**src/hdl/obj_pkg.sv**
```systemverilog
// object scanner types
package obj_pkg;

    typedef logic [15:0] obj_word_t;   // one frame table word
    typedef logic [15:0] obj_code_t;   // tile code
    typedef logic [15:0] obj_attr_t;   // m, n, flips and palette
    typedef logic [8:0]  obj_hpos_t;   // horizontal position
    typedef logic [8:0]  obj_vpos_t;   // line number
    typedef logic [3:0]  tile_idx_t;   // tile index or in-tile row

    // attribute fields
    function automatic tile_idx_t attr_rows(obj_attr_t a);
        return a[15:12];   // rows minus one
    endfunction

    function automatic tile_idx_t attr_cols(obj_attr_t a);
        return a[11:8];    // columns minus one
    endfunction

    function automatic logic attr_vflip(obj_attr_t a);
        return a[6];
    endfunction

    function automatic logic attr_hflip(obj_attr_t a);
        return a[5];
    endfunction

    function automatic logic [4:0] attr_pal(obj_attr_t a);
        return a[4:0];
    endfunction

    // scanner to renderer, attr carries in-tile row in 11..8
    typedef struct packed {
        obj_code_t code;
        obj_attr_t attr;
        obj_hpos_t hpos;   // left edge minus one
    } obj_cmd_t;

    // renderer output record
    typedef struct packed {
        obj_code_t  code;
        tile_idx_t  vsub;
        logic       hflip;
        logic [4:0] pal;
        obj_hpos_t  hpos;  // true left edge
    } obj_draw_t;

endpackage
```
**src/hdl/obj_tile_draw.sv**
```systemverilog
// tile draw engine model
module obj_tile_draw import obj_pkg::*; #(
    parameter int DRAW_CYCLES = 8
) (
    input  logic      clk,
    input  logic      rst,
    input  logic      cmd_start,
    input  obj_cmd_t  cmd,
    output logic      idle,
    output logic      draw_valid,
    output obj_draw_t draw
);

    localparam int CW = $clog2(DRAW_CYCLES + 1);

    logic [CW-1:0] busy_cnt;   // cycles left before idle
    logic          accept;

    assign accept = cmd_start && idle;   // ignore strobes while drawing

    always_ff @(posedge clk or posedge rst) begin
        if (rst) begin
            idle       <= 1'b1;
            busy_cnt   <= '0;
            draw_valid <= 1'b0;
        end else begin
            draw_valid <= accept;   // one pulse per tile
            if (accept) begin
                idle     <= 1'b0;
                busy_cnt <= CW'(DRAW_CYCLES - 1);
            end else if (!idle) begin
                if (busy_cnt == '0) begin
                    idle <= 1'b1;   // DRAW_CYCLES after cmd_start
                end else begin
                    busy_cnt <= busy_cnt - 1'b1;
                end
            end
        end
    end

    // draw record
    always_ff @(posedge clk) begin
        if (accept) begin
            draw.code  <= cmd.code;
            draw.vsub  <= cmd.attr[11:8];       // in-tile row
            draw.hflip <= attr_hflip(cmd.attr);
            draw.pal   <= attr_pal(cmd.attr);
            draw.hpos  <= cmd.hpos + 9'd1;      // back to the true left edge
        end
    end

endmodule

```
**config.mk**
```make
export PLATFORM = sky130hd
export DESIGN_NAME = obj_tile_draw
export DESIGN_NICKNAME = d
export VERILOG_FILES = /design/src/hdl/obj_pkg.sv /design/src/hdl/obj_tile_draw.sv
export SDC_FILE = /design/constraint.sdc
export NUM_CORES = 1
export LEC_CHECK = 0
export ABC_CLOCK_PERIOD_IN_PS = 3500
export BUFFER_PORTS_ARGS = -buffer_cell sky130_fd_sc_hd__buf_2
export CELL_PAD_IN_SITES_DETAIL_PLACEMENT = 1
export CELL_PAD_IN_SITES_GLOBAL_PLACEMENT = 1
export CORE_MARGIN = 5
export CORE_UTILIZATION = 36
export CTS_BUF_LIST = sky130_fd_sc_hd__clkbuf_16
export DETAILED_ROUTE_END_ITERATION = 12
export HOLD_SLACK_MARGIN = 0.02
export PLACE_DENSITY = 0.91
export SLEW_MARGIN = 20
export SYNTH_ARGS = -nofsm -noshare
export SYNTH_HDL_FRONTEND = slang
export SYNTH_SLANG_ARGS = --single-unit
```
**constraint.sdc**
```tcl
create_clock -name clk -period 3.5 [get_ports clk]
set_clock_uncertainty 0.05 [all_clocks]
set_input_delay 0.35 -clock clk [delete_from_list [all_inputs] [get_ports clk]]
set_output_delay 0.35 -clock clk [all_outputs]
set_load 0.02 [all_outputs]
```
### Word-level counts from Yosys, hierarchy flattened

Index checks and enable logic that the tools add are counted.

* flip-flop bits (word level): 41
* bits in latches: 0
* RAM bits: 0
* ROM bits: 0
* input port bits: 44
* output and inout bits: 37
* logic and storage cells: 21
* memories: 0

* add/sub/neg operators: 2
* multipliers: 0
* div/mod/pow operators: 0
* magnitude comparators: 0
* eq/ne operators: 2
* shift-type cells: 0
* muxes and demuxes: 6
* bitwise gates (word level): 0
* reductions and logical operators: 3

Operator list (number)
* $mux 4: 3
* $add 9x1->9 const B: 1
* $logic_not 4->1: 1
* $sub 4x1->4 const B: 1
* $mux 1: 3
* $ne 2x1->1 const B: 1
* $ne 2x2->1 const B: 1
* $reduce_and 2->1: 1
* $logic_and 1x1->1: 1

### Longest topological paths before layout

Gate-level depths: netlist of the first run.

* depth in word-level cells: 4
* gate-level depth with buffers: 5
* gate-level depth less buffers: 5

### Worst setup path after synthesis of the first run

OpenSTA, ideal clock, no wires.

* path type: reg-to-reg
* from: reg idle
* to: reg draw[0] (netlist bit), enable pin
* library setup time: 0.330 ns
* arrival time: 1.021 ns
* data required time: 3.120 ns
* slack: 2.099 ns
* cell stages (with the launch flop): 3
* buffers on the path: 1
* clock period less this slack: 1.401 ns
* path through: dfstp_2 > and2_1 > buf_6

* cells in the longest elaborated chain, start to end: 1

Ends and longest elaborated chain
* start, declared: line obj_tile_draw.sv:9 `output logic idle,`
* start signal, assigned: line obj_tile_draw.sv:23 `idle <= 1'b1;`
* start signal, assigned: line obj_tile_draw.sv:29 `idle <= 1'b0;`
* start signal, assigned: line obj_tile_draw.sv:33 `idle <= 1'b1;`
* $logic_and 1x1->1: line obj_tile_draw.sv:19 `assign accept = cmd_start && idle;`
* named net accept: line obj_tile_draw.sv:17 `logic accept;`
* end, declared: line obj_tile_draw.sv:11 `output obj_draw_t draw`

The timed path passes the listed nets, and every way through them passes these cells.
A chain may end at the register's enable or synchronous reset.

### Worst setup path in the final report of the first run

* from: reg idle
* to: reg draw[12] (netlist bit), enable pin

* cells in the longest elaborated chain, start to end: 1

Ends and longest elaborated chain (line)
* $logic_and 1x1->1: obj_tile_draw.sv:19

No other way between the ends.

==> impl_results.md, run 1 <==
* Actual slew at the worst max-slew pin at slightly below 0.9 ns
* Dpl cell area at 0.00190 mm²
* CP Class: reg2reg
* Post CTS Setup Buffer Count at 0
* Worst Setup End Kind: flip-flop
* First-pass GRT wire length at 5420 µm
* Vias in the first global route at 1116
* CP Cell Sequence: and2_2
* Initial Utilization at a little under two fifths
* CP Data Required Time at 3.35 ns
* CP endpoint: draw[12]
* Worst path top cell family by delay: simple AND/OR/NAND/NOR gates
* Syn Nets at 127
* CP startpoint: idle
* Overall Global Routing Usage at 13.7%
* Buffers on Ports at 74
* Io pins at slightly above 80
* Commonest non-fill, non-tap cell in the layout: buf_2
* DRC at 0
* Die height at 74.1 µm
* Peak supply drop at 0.370 mV
* Final GP Congestion at ~0.72
* Post-route minimum period at between 1.5 and 2 ns
* Clock Sinks at 41
* Global route overflow at 0
* Worst hold path type: in2reg
* Iteration count of the initial detailed-routing pass at 4
* Layout area overhead at 40.1%
* R2R Setup Slk at 1.75 ns
* Crit path buf inv count at 0
* Cell variety after synth at 23
* CTS Buf Count at 5
* Maxcap violations at 0
* Unrepaired setup endpoints after global routing: no
* Vias per cell at 4.52
* Number of DRC markers in iteration 0 at 59
* Share of flip-flops with an asynchronous set or reset at 14.6%
* R2R depth at 1
* Largest net degree at the start of global routing at just over 40
* Syn Std Cell Area at 0.00148 mm²
* Final net count at 208
* Power Dens Cells at 726 mW/mm²
* Share of cells above drive strength 1 at 53.7%
* Avg Cell Area, Syn at ~18 µm²
* Clk buf depth at 2
* Die Width at roughly 74 µm
* Fin crit share at 49.9%
* Number of synthesized flops with an enable pin at 35
* Hold Fails Final Rpt at 0
* Number of synthesized register bits at 41
* Reg2reg start: idle
* Leak pwr at 0.897 nW
* Avg WL per Cell at between 15 and 20 µm
* Clock root buffer: clkbuf_16
* Ys Warns at 0
* Fill cells at 438
* Row count at 23
* Cell count along the critical path at 1
* Post-DP HPWL at 2740 µm
* Worst skew pair latency at 0.27 ns
* Clock transition at path regs at ~0.05 ns
* CP arrival at 1.60 ns
* Pins over their slew limit at 0
* Crit Path Max Fanout at 40
* Final setup fails at 0
* Initial antenna violation count at 0
* Crit path largest cell delay at 0.74 ns
* Crit start category: flip-flop
* F_max at 572 MHz
* Normalized max-slew margin at 41.4%
* Number of diodes at 0
* Sequential fraction of the synthesis area at between 80 and 90%
* Routed WL at 3500 µm
* Final Cell Area at ~0.0021 mm²
* Most frequent cells in the layout: buf_2 (74), edfxtp_1 (35), nor2_1 (7), dfrtp_1 (5), clkbuf_16 (5)
* Post-route setup TNS at 0 ns
* CTS tree: built
* Reg-to-reg endpoint: draw[12]
* Mapped Cells at 81
* Hold_sp: cmd[32]
* Core ar. at 0.00400 mm²
* Dominant synthesized flop cell: edfxtp_1
* Post-route ant nets at 0
* H-tree depth at 2
* Outcome: finished, final reports clean
* Slowest-stage cell, CP: and2_2
* Die area at between 0.005 and 0.006 mm²
* Vias after detailed routing at 958
[final cells by class]
cell class                 instances  area, µm²  area share (%)
clock inverter                     2       35.0            1.69
tap                               50       62.6            3.02
timing repair buffer              75        380            18.3
inverter                           4       15.0           0.724
sequential                        41       1200            58.0
clock buffer                       5        125            6.03
multi-input combinational         35        253            12.2
[synthesized netlist by cell type (2+ instances only)]
cell type,instances,area (µm²)
nor2_1,7,26.3
xnor2_1,3,26.3
mux2i_1,3,30.0
edfxtp_1,35,1050
nand2_1,2,7.51
ha_1,2,25.0
xor2_1,4,35.0
inv_1,4,15.0
nand3_1,3,15.0
dfrtp_1,5,125
[what timing repair did]
action	in CTS	in global routing
gates resized for setup	0	0
hold buffers	1	0
endpoints found under the setup margin	0	0
hold endpoints to repair	5	0
[metrics by stage]
step	setup WS, ns	hold slack, ns	total power [W]	util [%]	std cells
2_1_floorplan	2.10	0.0902	0.000896	-	81
3_3_place_gp	1.80	0.210	0.000990	47.6	204
3_5_place_dp	1.74	0.223	0.00102	47.6	204
4_1_cts	1.72	0.191	0.00152	51.8	212
5_1_grt	1.57	0.179	0.00159	51.8	212
6_report	1.75	0.200	0.00151	51.8	212
[registers in the layout (all words and copies together), names as in the netlist]
register    count
idle            1
draw_valid      1
busy_cnt        4
draw           35
[power by group]
part / switching [W] / total, W / internal [W]
clock network: 0.000164 / 0.000494 / 0.000330
registers: 0.0000516 / 0.000695 / 0.000643
logic: 0.000203 / 0.000317 / 0.000113
[cells by family after synthesis]
| group | share of synthesized area (%) |
|---|---|
| DFF | 81.2 |
| and+or+nand+nor | 8.12 |
| xor gates and xnor gates | 4.14 |
| buffers and inverters | 1.77 |
| muxes | 2.03 |
| AOI/OAI and AO/OA | 1.01 |
| adders and majority gates | 1.69 |
[how the worst min path moves through the flow]
stage	cells after the start	slack, ns	endpoint
3_5_place_dp	2	0.22	draw_valid
4_1_cts	1	0.19	draw[28]
5_1_grt	1	0.18	draw[28]
2_1_floorplan	1	0.09	busy_cnt[0]
3_3_place_gp	2	0.21	draw_valid
6_report	1	0.20	draw[26]
[layer usage]
layer,global-route usage (%),vias to the layer above,part of all wire (%)
met5,0,-,0
met4,5.43,0,1.5
met3,5.14,4,10
met2,26.2,48,57
met1,13.2,449,31
li1,-,457,-
(Power assumes the default switching activity.)
==> run 2, diff against run 1 <==
--- a/config.mk
+++ b/config.mk
@@ -5,16 +5,16 @@
 export SDC_FILE = /design/constraint.sdc
 export NUM_CORES = 1
 export LEC_CHECK = 0
-export ABC_CLOCK_PERIOD_IN_PS = 3500
+export ABC_CLOCK_PERIOD_IN_PS = 1600
 export BUFFER_PORTS_ARGS = -buffer_cell sky130_fd_sc_hd__buf_2
 export CELL_PAD_IN_SITES_DETAIL_PLACEMENT = 1
 export CELL_PAD_IN_SITES_GLOBAL_PLACEMENT = 1
 export CORE_MARGIN = 5
-export CORE_UTILIZATION = 36
+export CORE_UTILIZATION = 30
 export CTS_BUF_LIST = sky130_fd_sc_hd__clkbuf_16
 export DETAILED_ROUTE_END_ITERATION = 12
 export HOLD_SLACK_MARGIN = 0.02
-export PLACE_DENSITY = 0.91
+export PLACE_DENSITY = 0.82
 export SLEW_MARGIN = 20
 export SYNTH_ARGS = -nofsm -noshare
 export SYNTH_HDL_FRONTEND = slang
==> constraint.sdc (replaced) <==
create_clock -name clk -period 1.6 [get_ports clk]
set_clock_uncertainty 0.05 [all_clocks]
set_input_delay 0.16 -clock clk [delete_from_list [all_inputs] [get_ports clk]]
set_output_delay 0.16 -clock clk [all_outputs]
set_load 0.02 [all_outputs]
==> run 2 against run 1 <==
Against the previous run:
- non-clock buffer count is 27 higher
- via count is 11% higher
- clock-buffer cell count stayed put
- global-route usage is 0.74 points lower
- total power is 120% higher
- largest power group unchanged
==> impl_results.md, run 2 (synthesized netlist as in run 1, its figures left out) <==
* Hold Fails Final Rpt at 0
* Post-route setup TNS at 0 ns
* Slowest-stage cell, CP: dfrtp_1
* Most frequent cells in the layout: buf_2 (74), edfxtp_1 (35), dlygate4sd3_1 (26), nor2_1 (7)
* Post-route minimum period at 1.35 ns
* Crit Path Max Fanout at 4
* Pins over their slew limit at 0
* Area of the multi-input gates at 253 µm²
* Clock root buffer: clkbuf_16
* CTS tree: built
* Post-DP HPWL at 2750 µm
* Actual slew at the worst max-slew pin at 0.231 ns
* Maxcap violations at 0
* R2R Setup Slk at 0.25 ns
* Worst Setup End Kind: flip-flop
* Commonest non-fill, non-tap cell in the layout: buf_2
* Leak pwr at 1.01 nW
* F_max at 743 MHz
* Crit path buf inv count at 1
* Io pins at between 80 and 90
* Crit path largest cell delay at 0.40 ns
* Routed WL at 3870 µm
* Reg2reg start: busy_cnt[0]
* Die Width at ~80 µm
* Worst path top cell family by delay: flip-flops
* Power Dens Cells at 1410 mW/mm²
* Place WS at roughly 0.26 ns
* Layout Cells excl Fill at 257
* Crit start category: flip-flop
* Dpl cell area at 0.00195 mm²
* Post-route ant nets at 0
* Reg-to-reg endpoint: busy_cnt[0]
* Die area at about 0.0064 mm²
* Worst skew pair latency at 0.27 ns
* Number of DRC markers in iteration 0 at 16
* Layout area overhead at 60.7%
* Unrepaired setup endpoints after global routing: no
* Initial Utilization at around 31%
* Overall Global Routing Usage at 13.0%
* Fill cells at 502
* Largest net degree at the start of global routing at 27
* Global route overflow at 0
* Avg WL per Cell at 15.0 µm
* Register area at between 0.001 and 0.0015 mm²
* CP startpoint: busy_cnt[0]
* Peak supply drop at 0.494 mV
* CTS Buf Count at 5
* CP Cell Sequence: inv_1, ha_1, nor3b_2, nor2_2, mux2i_1
* Die height at 80.2 µm
* H-tree depth at 2
* CP Class: reg2reg
* Clock transition at path regs at 0.06 ns
* Top reg by flops: draw
* Post CTS Setup Buffer Count at 0
* Row count at 25
* Hold path depth at 1
* Vias after detailed routing at 1062
* Min-Delay Endpoint: draw[25]
* Share of cells above drive strength 1 at between 40 and 50%
* Clk buf depth at 2
* Max FFs per register at 35
* CP arrival at 1.49 ns
* Initial antenna violation count at 0
* First-pass GRT wire length at 6120 µm
* CTS Hold Buffers Added at 26
* CP Data Required Time at 1.75 ns
* Vias per cell at ~4.1
* Hold_sp: cmd[31]
* Outcome: finished, final reports clean
* DRC at 0
* Fin crit share at 84.1%
* Normalized max-slew margin at 84.6%
* Resize count post-CTS at 0
* Final setup fails at 0
* Worst hold path type: in2reg
* Vias in the first global route at between 1000 and 1500
* Top flop regs: draw: 35 flops, busy_cnt: 4 flops
* Dpl cells at 223
* Final net count at 235
* Buffers on Ports at 74
* Final setup margin at 0.254 ns
* Number of diodes at 0
* Iteration count of the initial detailed-routing pass at 4
* R2R depth at 5
* Core ar. at between 0.004 and 0.005 mm²
* Final Cell Area at 0.00238 mm²
* Clock Sinks at 41
* Final GP Congestion at roughly 0.74
[run 2: cell types whose count changed in the layout (fill, tap and decap cells not counted), sizes merged]
cell / before / now
buf: 74 / 76
clkinvlp: 0 / 1
dlygate4sd3: 1 / 26
[run 2: final cells by class]
type / instances / share of cell area (%)
Inverter: 4 / 0.631
Sequential cell: 41 / 50.6
Multi-Input combinational cell: 35 / 10.6
Clock inverter: 3 / 1.74
Clock buffer: 5 / 5.26
Timing Repair Buffer: 102 / 27.7
Tap cell: 67 / 3.52
[run 2: worst max-delay path by stage]
stage / to / depth (start not counted)
detailed placement: busy_cnt[0] / 5
global route: busy_cnt[0] / 5
global placement: draw[4] / 2
finish: busy_cnt[0] / 5
floorplan: draw[0] / 2
CTS: busy_cnt[0] / 5
[run 2: metal layers]
metal / track usage [%] / vias to the layer above / part of all wire, %
li1: - / 511 / -
met1: 12.2 / 496 / 35
met2: 24.6 / 51 / 53
met3: 4.48 / 4 / 9.9
met4: 6.59 / 0 / 1.6
met5: 0 / - / 0
[run 2: where the power goes]
| part | total (W) | leakage (nW) | internal [W] | switching [W] |
|---|---|---|---|---|
| clock network | 0.00110 | 0.0775 | 0.000729 | 0.000369 |
| registers | 0.00151 | 0.394 | 0.00140 | 0.000109 |
| logic | 0.000753 | 0.541 | 0.000314 | 0.000439 |
| total | 0.00336 | 1.01 | 0.00244 | 0.000917 |
[run 2: through the flow]
stage | hold slack, ns | total power, W | util, %
after floorplan | -0.0998 | 0.00196 | -
final | 0.0303 | 0.00336 | 50.0
after global routing | 0.0257 | 0.00354 | 50.0
after global placement | 0.0291 | 0.00221 | 41.1
after CTS | 0.0294 | 0.00339 | 50.0
after detailed placement | 0.0443 | 0.00224 | 41.1
