==> src/hdl/rom_pkg.sv <==
// graphics ROM bank types
package rom_pkg;

    typedef logic [5:0] game_id_t;    // 5..2 code range, 1..0 nibble index
    typedef logic [3:0] bank_nib_t;   // one bank nibble

    // four nibbles, selected by game index
    typedef bank_nib_t [3:0] bank_set_t;

    typedef struct packed {
        game_id_t  game;
        bank_set_t offset;
        bank_set_t mask;
    } bank_cfg_t;

    // mapper answer for one tile code
    typedef struct packed {
        bank_nib_t offset;
        bank_nib_t mask;
        logic      unmapped;
    } map_res_t;

endpackage

==> src/hdl/obj_pkg.sv <==
// object scanner types
package obj_pkg;

    typedef logic [15:0] obj_word_t;   // one frame table word
    typedef logic [15:0] obj_code_t;   // tile code
    typedef logic [15:0] obj_attr_t;   // m, n, flips and palette
    typedef logic [8:0]  obj_hpos_t;   // horizontal position
    typedef logic [8:0]  obj_vpos_t;   // line number
    typedef logic [3:0]  tile_idx_t;   // tile index or in-tile row

    // attribute fields
    function automatic tile_idx_t attr_rows(obj_attr_t a);
        return a[15:12];   // rows minus one
    endfunction

    function automatic tile_idx_t attr_cols(obj_attr_t a);
        return a[11:8];    // columns minus one
    endfunction

    function automatic logic attr_vflip(obj_attr_t a);
        return a[6];
    endfunction

    function automatic logic attr_hflip(obj_attr_t a);
        return a[5];
    endfunction

    function automatic logic [4:0] attr_pal(obj_attr_t a);
        return a[4:0];
    endfunction

    // scanner to renderer, attr carries in-tile row in 11..8
    typedef struct packed {
        obj_code_t code;
        obj_attr_t attr;
        obj_hpos_t hpos;   // left edge minus one
    } obj_cmd_t;

    // renderer output record
    typedef struct packed {
        obj_code_t  code;
        tile_idx_t  vsub;
        logic       hflip;
        logic [4:0] pal;
        obj_hpos_t  hpos;  // true left edge
    } obj_draw_t;

endpackage
==> src/hdl/obj_line_scan.sv <==
// object line scanner
module obj_line_scan import obj_pkg::*, rom_pkg::*; #(
    parameter int FRAME_AW = 10
) (
    input  logic                clk,
    input  logic                rst,
    input  logic                flip,
    input  obj_vpos_t           vrender,      // one line ahead of display
    input  logic                start,
    input  bank_cfg_t           bank,
    // frame table, one cycle read
    output logic [FRAME_AW-1:0] frame_addr,
    input  obj_word_t           frame_data,
    // renderer
    input  logic                idle,
    output logic                cmd_start,
    output obj_cmd_t            cmd,
    output logic                busy
);

    typedef enum logic [3:0] {
        S_IDLE,
        S_FETCH,      // table read latency
        S_ATTR,
        S_CODE,
        S_Y,
        S_X,
        S_MAP,        // bank mapping check
        S_ZONE,       // zone and repeat check
        S_CMD,
        S_CMD_END,
        S_TILE_WAIT   // let code_mn follow the tile counter
    } state_t;

    state_t    state;
    obj_vpos_t vf;
    obj_attr_t obj_attr;
    obj_code_t pre_code;    // raw code from the table
    obj_code_t obj_code;    // after bank mapping
    obj_vpos_t obj_y;
    obj_hpos_t obj_x;
    obj_attr_t last_attr;   // last accepted entry
    obj_code_t last_code;
    obj_vpos_t last_y;
    obj_hpos_t last_x;
    logic [9:0] cin;
    tile_idx_t n;           // tile counter
    tile_idx_t npos;        // column of the current tile
    logic      first;       // no entry accepted yet this line
    logic      last_entry;  // entry 0 being processed
    map_res_t  res;
    tile_idx_t vsub;
    logic      inzone;
    obj_code_t code_mn;
    logic      repeated;
    logic      drop_map;
    logic      accept_obj;
    obj_hpos_t eff_x;

    gfx_bank_mapper u_mapper (
        .clk (clk),
        .rst (rst),
        .bank(bank),
        .cin (cin),
        .res (res)
    );

    obj_tile_match u_match (
        .clk    (clk),
        .code   (obj_code),
        .attr   (obj_attr),
        .n      (n),
        .vf     (vf),
        .y      (obj_y),
        .vsub   (vsub),
        .inzone (inzone),
        .code_mn(code_mn)
    );

    assign repeated = (obj_attr == last_attr) && (pre_code == last_code) &&
                      (obj_y == last_y) && (obj_x == last_x);
    assign drop_map = res.unmapped || ((pre_code[15:12] & ~res.mask) != 4'd0);
    assign accept_obj = inzone && !(repeated && !first);

    assign eff_x = obj_x + {1'b0, npos, 4'd0};   // left edge of this column
    assign busy  = state != S_IDLE;

    // control path
    always_ff @(posedge clk or posedge rst) begin
        if (rst) begin
            state      <= S_IDLE;
            frame_addr <= '1;
            first      <= 1'b1;
            last_entry <= 1'b0;
            n          <= '0;
            npos       <= '0;
            cmd_start  <= 1'b0;
        end else begin
            case (state)
                S_IDLE: begin
                    if (start) begin
                        frame_addr <= '1;   // attr of the top entry
                        first      <= 1'b1;
                        last_entry <= 1'b0;
                        state      <= S_FETCH;
                    end
                end
                S_FETCH: begin
                    frame_addr <= frame_addr - 1'b1;
                    state      <= S_ATTR;
                end
                S_ATTR: begin
                    n          <= '0;
                    // hflip draws from the rightmost column
                    npos       <= attr_hflip(frame_data) ? attr_cols(frame_data) : 4'd0;
                    frame_addr <= frame_addr - 1'b1;
                    state      <= S_CODE;
                end
                S_CODE: begin
                    frame_addr <= frame_addr - 1'b1;
                    state      <= S_Y;
                end
                S_Y: begin
                    last_entry <= frame_addr[FRAME_AW-1:2] == '0;   // x of entry 0
                    frame_addr <= frame_addr - 1'b1;                // next attr
                    state      <= S_X;
                end
                S_X: state <= S_MAP;
                S_MAP: begin
                    if (drop_map) begin
                        state <= last_entry ? S_IDLE : S_FETCH;
                    end else begin
                        state <= S_ZONE;
                    end
                end
                S_ZONE: begin
                    if (accept_obj) begin
                        first <= 1'b0;
                        state <= S_CMD;
                    end else begin
                        state <= last_entry ? S_IDLE : S_FETCH;
                    end
                end
                S_CMD: begin
                    if (idle) begin   // back-pressure from renderer
                        cmd_start <= 1'b1;
                        state     <= S_CMD_END;
                    end
                end
                S_CMD_END: begin
                    cmd_start <= 1'b0;
                    if (n == attr_cols(obj_attr)) begin
                        state <= last_entry ? S_IDLE : S_FETCH;
                    end else begin
                        n     <= n + 4'd1;
                        npos  <= attr_hflip(obj_attr) ? npos - 4'd1 : npos + 4'd1;
                        state <= S_TILE_WAIT;
                    end
                end
                S_TILE_WAIT: state <= S_CMD;
                default: state <= S_IDLE;
            endcase
        end
    end

    // entry registers and command payload
    always_ff @(posedge clk) begin
        case (state)
            S_IDLE: if (start) vf <= vrender ^ {1'b0, {8{flip}}};
            S_ATTR: obj_attr <= frame_data;
            S_CODE: begin
                pre_code <= frame_data;
                cin      <= frame_data[15:6];
            end
            S_Y: obj_y <= frame_data[8:0];
            S_X: obj_x <= frame_data[8:0];
            S_MAP: obj_code <= {(pre_code[15:12] & res.mask) | res.offset, pre_code[11:0]};
            S_ZONE: begin
                if (accept_obj) begin
                    last_attr <= obj_attr;
                    last_code <= pre_code;
                    last_y    <= obj_y;
                    last_x    <= obj_x;
                end
            end
            S_CMD: begin
                if (idle) begin
                    cmd.code <= code_mn;
                    cmd.attr <= {4'd0, vsub, obj_attr[7:0]};
                    cmd.hpos <= eff_x - 9'd1;
                end
            end
            default: ;
        endcase
    end

endmodule

==> src/hdl/obj_tile_match.sv <==
// object vertical zone match
module obj_tile_match import obj_pkg::*; (
    input  logic      clk,
    input  obj_code_t code,      // mapped code
    input  obj_attr_t attr,
    input  tile_idx_t n,         // tile counter
    input  obj_vpos_t vf,        // line, flip applied
    input  obj_vpos_t y,
    output tile_idx_t vsub,
    output logic      inzone,
    output obj_code_t code_mn
);

    tile_idx_t m;
    logic      vflip;
    obj_vpos_t d;         // line relative to object top
    obj_vpos_t height;    // object height in lines
    tile_idx_t row;
    tile_idx_t row_eff;

    assign m     = attr_rows(attr);
    assign vflip = attr_vflip(attr);

    assign d      = vf - y;                     // wraps at 512
    assign height = {1'b0, m, 4'd0} + 9'd16;    // 16 * (m + 1), max 256

    // row only meaningful inside the zone
    assign row     = d[7:4];
    assign row_eff = vflip ? m - row : row;     // bottom row first

    always_ff @(posedge clk) begin
        inzone  <= d < height;
        vsub    <= d[3:0] ^ {4{vflip}};
        code_mn <= {code[15:8], code[7:4] + row_eff, code[3:0] + n};
    end

endmodule

==> src/hdl/gfx_bank_mapper.sv <==
// graphics bank mapper
module gfx_bank_mapper import rom_pkg::*; (
    input  logic       clk,
    input  logic       rst,
    input  bank_cfg_t  bank,
    input  logic [9:0] cin,    // upper code bits
    output map_res_t   res
);

    logic [1:0] nib_idx;      // which nibble of offset/mask
    bank_nib_t  code_range;   // highest top nibble the game maps
    bank_nib_t  top_nib;
    logic       out_of_range;

    assign nib_idx    = bank.game[1:0];
    assign code_range = bank.game[5:2];
    assign top_nib    = cin[9:6];   // lower bits only matter for layer decode

    // zero range means every code maps
    assign out_of_range = (code_range != 4'd0) && (top_nib > code_range);

    // answer one cycle after cin
    always_ff @(posedge clk or posedge rst) begin
        if (rst) begin
            res <= '0;
        end else begin
            res.offset   <= bank.offset[nib_idx];
            res.mask     <= bank.mask[nib_idx];
            res.unmapped <= out_of_range;
        end
    end

endmodule

==> config.mk <==
export PLATFORM = sky130hd
export DESIGN_NAME = obj_line_scan
export DESIGN_NICKNAME = d
export VERILOG_FILES = /design/src/hdl/rom_pkg.sv /design/src/hdl/obj_pkg.sv /design/src/hdl/obj_line_scan.sv /design/src/hdl/obj_tile_match.sv /design/src/hdl/gfx_bank_mapper.sv
export SDC_FILE = /design/constraint.sdc
export NUM_CORES = 1
export LEC_CHECK = 0
export BUFFER_PORTS_ARGS = -buffer_cell sky130_fd_sc_hd__buf_2
export CELL_PAD_IN_SITES_DETAIL_PLACEMENT = 1
export CELL_PAD_IN_SITES_GLOBAL_PLACEMENT = 1
export CORE_UTILIZATION = 25
export CTS_CLUSTER_DIAMETER = 120
export DETAILED_ROUTE_END_ITERATION = 12
export GPL_TIMING_DRIVEN = 0
export HOLD_SLACK_MARGIN = 0.08
export PLACE_DENSITY = 0.55
export SYNTH_ARGS = -nofsm -noshare
export SYNTH_HDL_FRONTEND = slang
export SYNTH_HIERARCHICAL = 1
export SYNTH_SLANG_ARGS = --single-unit
==> constraint.sdc <==
create_clock -name clk -period 3.7 [get_ports clk]
set_input_delay 0.555 -clock clk [delete_from_list [all_inputs] [get_ports clk]]
set_output_delay 0.555 -clock clk [all_outputs]
set_load 0.05 [all_outputs]
# Word level (Yosys, flattened, before mapping)

Cells that the tools add are included.

Word-level logic and storage cells: 122
Flip-flop bits (word level): 227
Memory bits (read-only): 0
Memories kept: 0
Bits in writable memories: 0
Latch bits: 0

Bitwise operators: 6
Reductions and logical operators: 29
Add/sub/neg operators: 11
Multipliers: 0
Div/mod/pow operators: 0
Shift operators: 0
Equal/unequal tests: 19
$lt $le $gt $ge: 3
Multiplexer cells: 27

Operator list:

| kind                    | number |
|---|---|
| $mux W4                 | 11 |
| $pmux W4 S11            | 1 |
| $eq A16 B16 Y1          | 2 |
| $pmux W10 S2            | 1 |
| $eq A9 B9 Y1            | 2 |
| $bmux W4 S2             | 2 |
| $eq A4 B3 Y1 const B    | 4 |
| $pmux W4 S2             | 2 |
| $reduce_and A2 Y1       | 8 |
| $eq A4 B4 Y1 const B    | 3 |
| $reduce_bool A4 Y1      | 3 |
| $mux W10                | 1 |
| $reduce_bool A2 Y1      | 5 |
| $sub A10 B1 Y10 const B | 1 |
| $add A8 B5 Y9 const B   | 1 |
| $add A9 B8 Y9           | 1 |
| $lt A9 B9 Y1            | 1 |
| $sub A9 B1 Y9 const B   | 1 |
| $sub A9 B9 Y9           | 1 |
| $xor A9 B8 Y9           | 1 |
| $add A4 B1 Y4 const B   | 2 |
| $add A4 B4 Y4           | 2 |
| $and A4 B4 Y4           | 2 |
| $eq A4 B2 Y1 const B    | 2 |
| 20 further kinds        | 35 |

# Logic depth before layout (Yosys ltp)

Depth after elaboration: 9
Depth in mapped cells: 18

# Modules after synthesis

Netlist, hierarchy kept.

By module, submodules not included:

| module          | cells each | sequential area each (um^2) | area each (um^2) | times used |
|---|---|---|---|---|
| obj_line_scan   | 497        | 5,504.0                     | 7,549.7          | 1 |
| obj_tile_match  | 136        | 420.4                       | 1,336.3          | 1 |
| gfx_bank_mapper | 34         | 225.2                       | 529.3            | 1 |

# Worst setup path after synthesis

OpenSTA, ideal clock, no wires.

Kind: flip-flop to flip-flop
From: register state[3]
To: register last_attr[0] (enable)
Path slack: -276 ps
Data arrival time: 3,498 ps
Path buffers: 1
Library setup time: 478 ps
Cell stages (with the launch flop): 6
Clock period less this slack: 3,976 ps
Cell sequence: dfrtp_1 -> clkbuf_1 -> nand2b_1 -> nor2_1 -> nand2_1 -> a21oi_1

Cells in the longest elaborated chain, start to end: 2

Ends and longest elaborated chain:

| what                        | RTL line             | source |
|---|---|---|
| from (decl)                 | obj_line_scan.sv:35  | `state_t state;` |
| from (signal assigned)      | obj_line_scan.sv:131 | `state <= last_entry ? S_IDLE : S_FETCH;` |
| from (signal assigned)      | obj_line_scan.sv:141 | `state <= last_entry ? S_IDLE : S_FETCH;` |
| from (signal assigned)      | obj_line_scan.sv:153 | `state <= last_entry ? S_IDLE : S_FETCH;` |
| $eq A4 B3 Y1                | obj_line_scan.sv:168 | `case (state)` |
| $reduce_and A2 Y1 (no line) | --                   |  |
| to (signal assigned)        | obj_line_scan.sv:180 | `last_attr <= obj_attr;` |
| to (decl)                   | obj_line_scan.sv:42  | `obj_attr_t last_attr;` |

Every way passes these cells.
A chain may end at the register's enable or synchronous reset.

# Final worst setup path

From: register obj_y[1]
To: register u_match.code_mn[7]

Cells in the longest elaborated chain, start to end: 4

Ends and longest elaborated chain:

| what                   | RTL line             | source |
|---|---|---|
| from (decl)            | obj_line_scan.sv:40  | `obj_vpos_t obj_y;` |
| from (signal assigned) | obj_line_scan.sv:175 | `S_Y: obj_y <= frame_data[8:0];` |
| $sub A9 B9 Y9 (*)      | obj_tile_match.sv:24 | `assign d = vf - y;` |
| $sub A4 B4 Y4          | obj_tile_match.sv:29 | `assign row_eff = vflip ? m - row : row;` |
| $mux W4 (*)            | obj_tile_match.sv:29 |  |
| $add A4 B4 Y4 (*)      | obj_tile_match.sv:34 | `code_mn <= {code[15:8], code[7:4] + row_eff, code[3:0] + n};` |
| to (signal assigned)   | obj_tile_match.sv:34 |  |
| to (decl)              | obj_tile_match.sv:11 | `output obj_code_t code_mn` |

Every way passes the cells marked *; elsewhere a longest branch is shown, timed or not.

==> run summary <==
Static timing analysis puts the maximum clock frequency at 0.279 GHz. The post-synthesis cell count was 667. For the number of H-tree levels, the log shows 1.

The run finished with clean final reports. Of all nets on the critical path, the largest fanout is 3. The final design instance area without fill was 0.0117 mm^2; the post-layout net count was 941. The number of failing hold endpoints at the final stage came out at 0. The total global routing overflow is 0. In this run the standard cell core region covers 0.0369 mm^2. The worst setup path is launched from a register. The total via count in the routed design came out at 5690. For this configuration, the core starts out at a cell density of 25.5%. The number of buffers and inverters on the critical path is 2. Across all setup checks in the final design, the least slack found is 0.112 ns. Before CTS, the worst setup slack after placement is -0.232 ns. For this run, the leading register cell type out of synthesis is edfxtp_1. The average cell area after synthesis is 14.1 um^2, and the y dimension of the die is 196 um.

The area of the die was 0.0384 mm^2; the deepest clock path buffer count was 3. TritonCTS built the clock tree. The root buffer cell chosen for the clock tree is clkbuf_16.

The synthesized netlist contains 57 unique library cells. The initialized floorplan defines 70 standard-cell rows. STA classifies the critical path endpoint as a register. The logs give 0.218 ns for the worst hold slack after final layout and 26 for the total CTS buffers. For this run, the number of Yosys warnings is 6.

The worst-margin pin slew is 1.13 ns. The run gives 0.00297 mm^2 as the area taken by multi-input logic gates. The library cells used most frequently in the layout, excluding fill and tap cells, are 162 x edfxtp_1, 114 x buf_2, 68 x inv_1. Clock skew on the completed layout was measured at 0.00793 ns. The path category of the worst min-delay check was in2reg.

The setup path with the least slack is of type reg2reg. The clock-pin slew on the worst setup and hold paths works out to 0.06 ns. The pre-antenna-repair detailed-routing pass consisted of 4 iterations. The top-area cell type share of the netlist area is 51.7%. The die is 196 um wide. The run gives 4.15 ns as the endpoint required time on the critical path.

The part of the Yosys area used for sequential elements is 65.3%. Across the VDD grid, the largest voltage drop is 0.000328 V. Most common cell after layout, fill and taps aside: edfxtp_1. The run gives 35500 um as the first-pass GRT wire length. The design draws 8.65 mW. On the critical path, the stage with the largest delay is an instance of fa_1.

Once detail routing completed, the nets flagged for antenna violations numbered 0. During placement, the flow inserted port buffers numbering 113. The later pin in the worst-skew pair is clocked with a latency of 0.52 ns. Number of global-route vias before repair: 6120. The number of vias per cell was 4.21. Routability-driven placement finished with a final weighted congestion of 0.768. The area growth from synthesis to layout works out to 24.3%.

The tools report the register area as 0.00615 mm^2. For the total track usage, the log shows 12.1%. Detailed placement ended at an HPWL of 17200 um. In the final routed layout, each cell accounts on average for 17.0 um. Setup violations remaining at the end of the flow were counted as 0. The largest area contributor in the netlist is edfxtp_1.

Summed over all layers, the routed wires come to 22900 um. Of the cells placed in the final design, the portion with a size suffix greater than 1 is 25.3%. The cell type group with the largest total delay on the critical path was adder cells. In the finished design, the share of the clock period the worst path needs comes to 97.0%. The initial antenna violation count is 1. In the synthesized netlist the async set-or-reset flop fraction comes to 15.7%.

The instance area at placement came out at 0.0108 mm^2. The tree built by TritonCTS fans out to 217 sinks. The run gives 0.00942 mm^2 as the netlist area before placement.

Standby leakage power: 4.57 nW. In the routed design, unresolved DRC markers number 0. By area the synthesized netlist is led by edfxtp_1 52%, dfrtp_1 6.1%, ha_1 5.6%. In this run the tightest slew margin relative to its limit is 24.4%. For this run, the slowest stage of the critical path takes 0.46 ns. The max-slew violation count came out at 0. The number of DRC violations after detailed-routing iteration 0 is 265, and the number of synthesized register bits is 217. Setup repair after global routing could not meet its margin everywhere. 121 I/O pins were placed. For this design the ratio of total power to cell area is 739 mW/mm^2.

The number of synthesized flops with an enable pin was 162; the maximum number of pins on one net before global-route repair was 35. Walking the worst path, the cells encountered are inv_2 > ha_1 > nor2b_1 > o2111a_1 > nor3_2 > xor2_1 > inv_1 > fa_1 > mux2i_2 > ha_1 > a21o_1 > a21oi_2 > xnor2_2 > xnor2_1 > xnor2_1. STA puts the critical path data arrival time at 4.04 ns. After filler insertion, the fill cell instance count of the layout stands at 3966. The final critical-path required period was 3.59 ns. Number of violations of the max-capacitance limit: 0. After routing, the total negative slack on setup checks comes to 0 ns.
==> state kept, by name, summed over array words and instances (netlist names), 10 cells and up <==
register         count
obj_code            16
pre_code            16
frame_addr          10
u_match/code_mn     16
cmd                 37
last_code           16
obj_attr            16
last_attr           16
==> per-layer routing <==
| metal | part of all wire (%) | routed length (um) | vias up | global-route usage, % |
|---|---|---|---|---|
| met5 | 0 | 0 | - | 0 |
| met3 | 4.4 | 1020 | 24 | 2.39 |
| met2 | 48 | 11100 | 91 | 20.2 |
| met1 | 46 | 10500 | 2854 | 15.9 |
| met4 | 1.4 | 312 | 0 | 2.95 |
| li1 | - | - | 2721 | - |
==> metrics by stage <==
step / instances / util, %
after global placement: 1287 / 28.8
final: 1350 / 31.7
after floorplan: 670 / -
after global routing: 1349 / 31.7
after CTS: 1346 / 31.6
after detailed placement: 1293 / 29.2
==> cell type report <==
class / count / area share [%]
antenna: 1 / 0.0214
buffer: 16 / 0.856
sequential: 217 / 52.6
multi-input combinational: 367 / 25.4
clock inverter: 11 / 0.920
clock buffer: 37 / 6.35
timing repair buffer: 127 / 6.27
inverter: 70 / 2.25
tap: 504 / 5.39
==> power by group <==
group / internal (mW) / switching, mW / total [mW]
logic: 1.05 / 1.53 / 2.58
clock network: 1.53 / 0.983 / 2.51
registers: 3.24 / 0.324 / 3.56
==> worst paths after layout <==
kind / start / end / slack, ns / depth (start not counted)
min in group asynchronous: rst / u_mapper/res[7] / 0.55 / 3
worst max register to register: obj_y[1] / u_match/code_mn[7] / 0.11 / 15
worst min register to register: obj_code[12] / u_match/code_mn[12] / 0.34 / 0
worst min-delay path: frame_data[12] / obj_attr[12] / 0.22 / 1
worst max-delay path: obj_y[1] / u_match/code_mn[7] / 0.11 / 15
max in group asynchronous: rst / npos[0] / 2.12 / 3
==> cells by family (layout without fill, tap and decap cells) <==
kind of cell               count (synthesis)  in the layout  synth area share, %
AOI/OAI and AO/OA                        102            102                 6.99
DFF                                      217            217                 65.3
muxes                                     11             11                 2.25
buffers and inverters                     86            261                 3.85
adders and majority gates                 48             48                 6.86
xor gates and xnor gates                  84             84                 7.81
and+or+nand+nor                          118            118                 6.88
other                                      1              5               0.0398
==> worst reg2reg max path, cell delays in order, from the launching register on <==
cell,delay (ns)
edfxtp_1,0.44
inv_2,0.14
ha_1,0.24
nor2b_1,0.14
o2111a_1,0.26
nor3_2,0.22
xor2_1,0.24
inv_1,0.13
fa_1,0.46
mux2i_2,0.23
ha_1,0.27
a21o_1,0.18
a21oi_2,0.16
xnor2_2,0.13
xnor2_1,0.15
xnor2_1,0.13
==> cell usage after synthesis, types with 5 or more instances <==
master    number
a21o_1        11
a21oi_1       33
and3_1         8
clkbuf_1       7
dfrtp_1       23
dfstp_2       11
dfxtp_1       21
edfxtp_1     162
fa_1           6
ha_1          42
inv_1         70
mux4_2         8
nand2_1       20
nand3_1       11
nand4_1        9
nor2_1        25
nor2b_1       16
nor3_1         8
nor4_1         6
o21a_1         5
o21ai_0       18
o22ai_1        5
xnor2_1       48
xor2_1        36
==> repair_timing <==
| action | 4_1_cts | 5_1_grt |
|---|---|---|
| hold buffers | 1 | 0 |
| gates resized for setup | 4 | 6 |
| endpoints found under the setup margin | 1 | 1 |
| hold endpoints to repair | 9 | 0 |
| pin swaps | 2 | 6 |
| buffers inserted | 4 | 3 |
(Power assumes the default switching activity.)
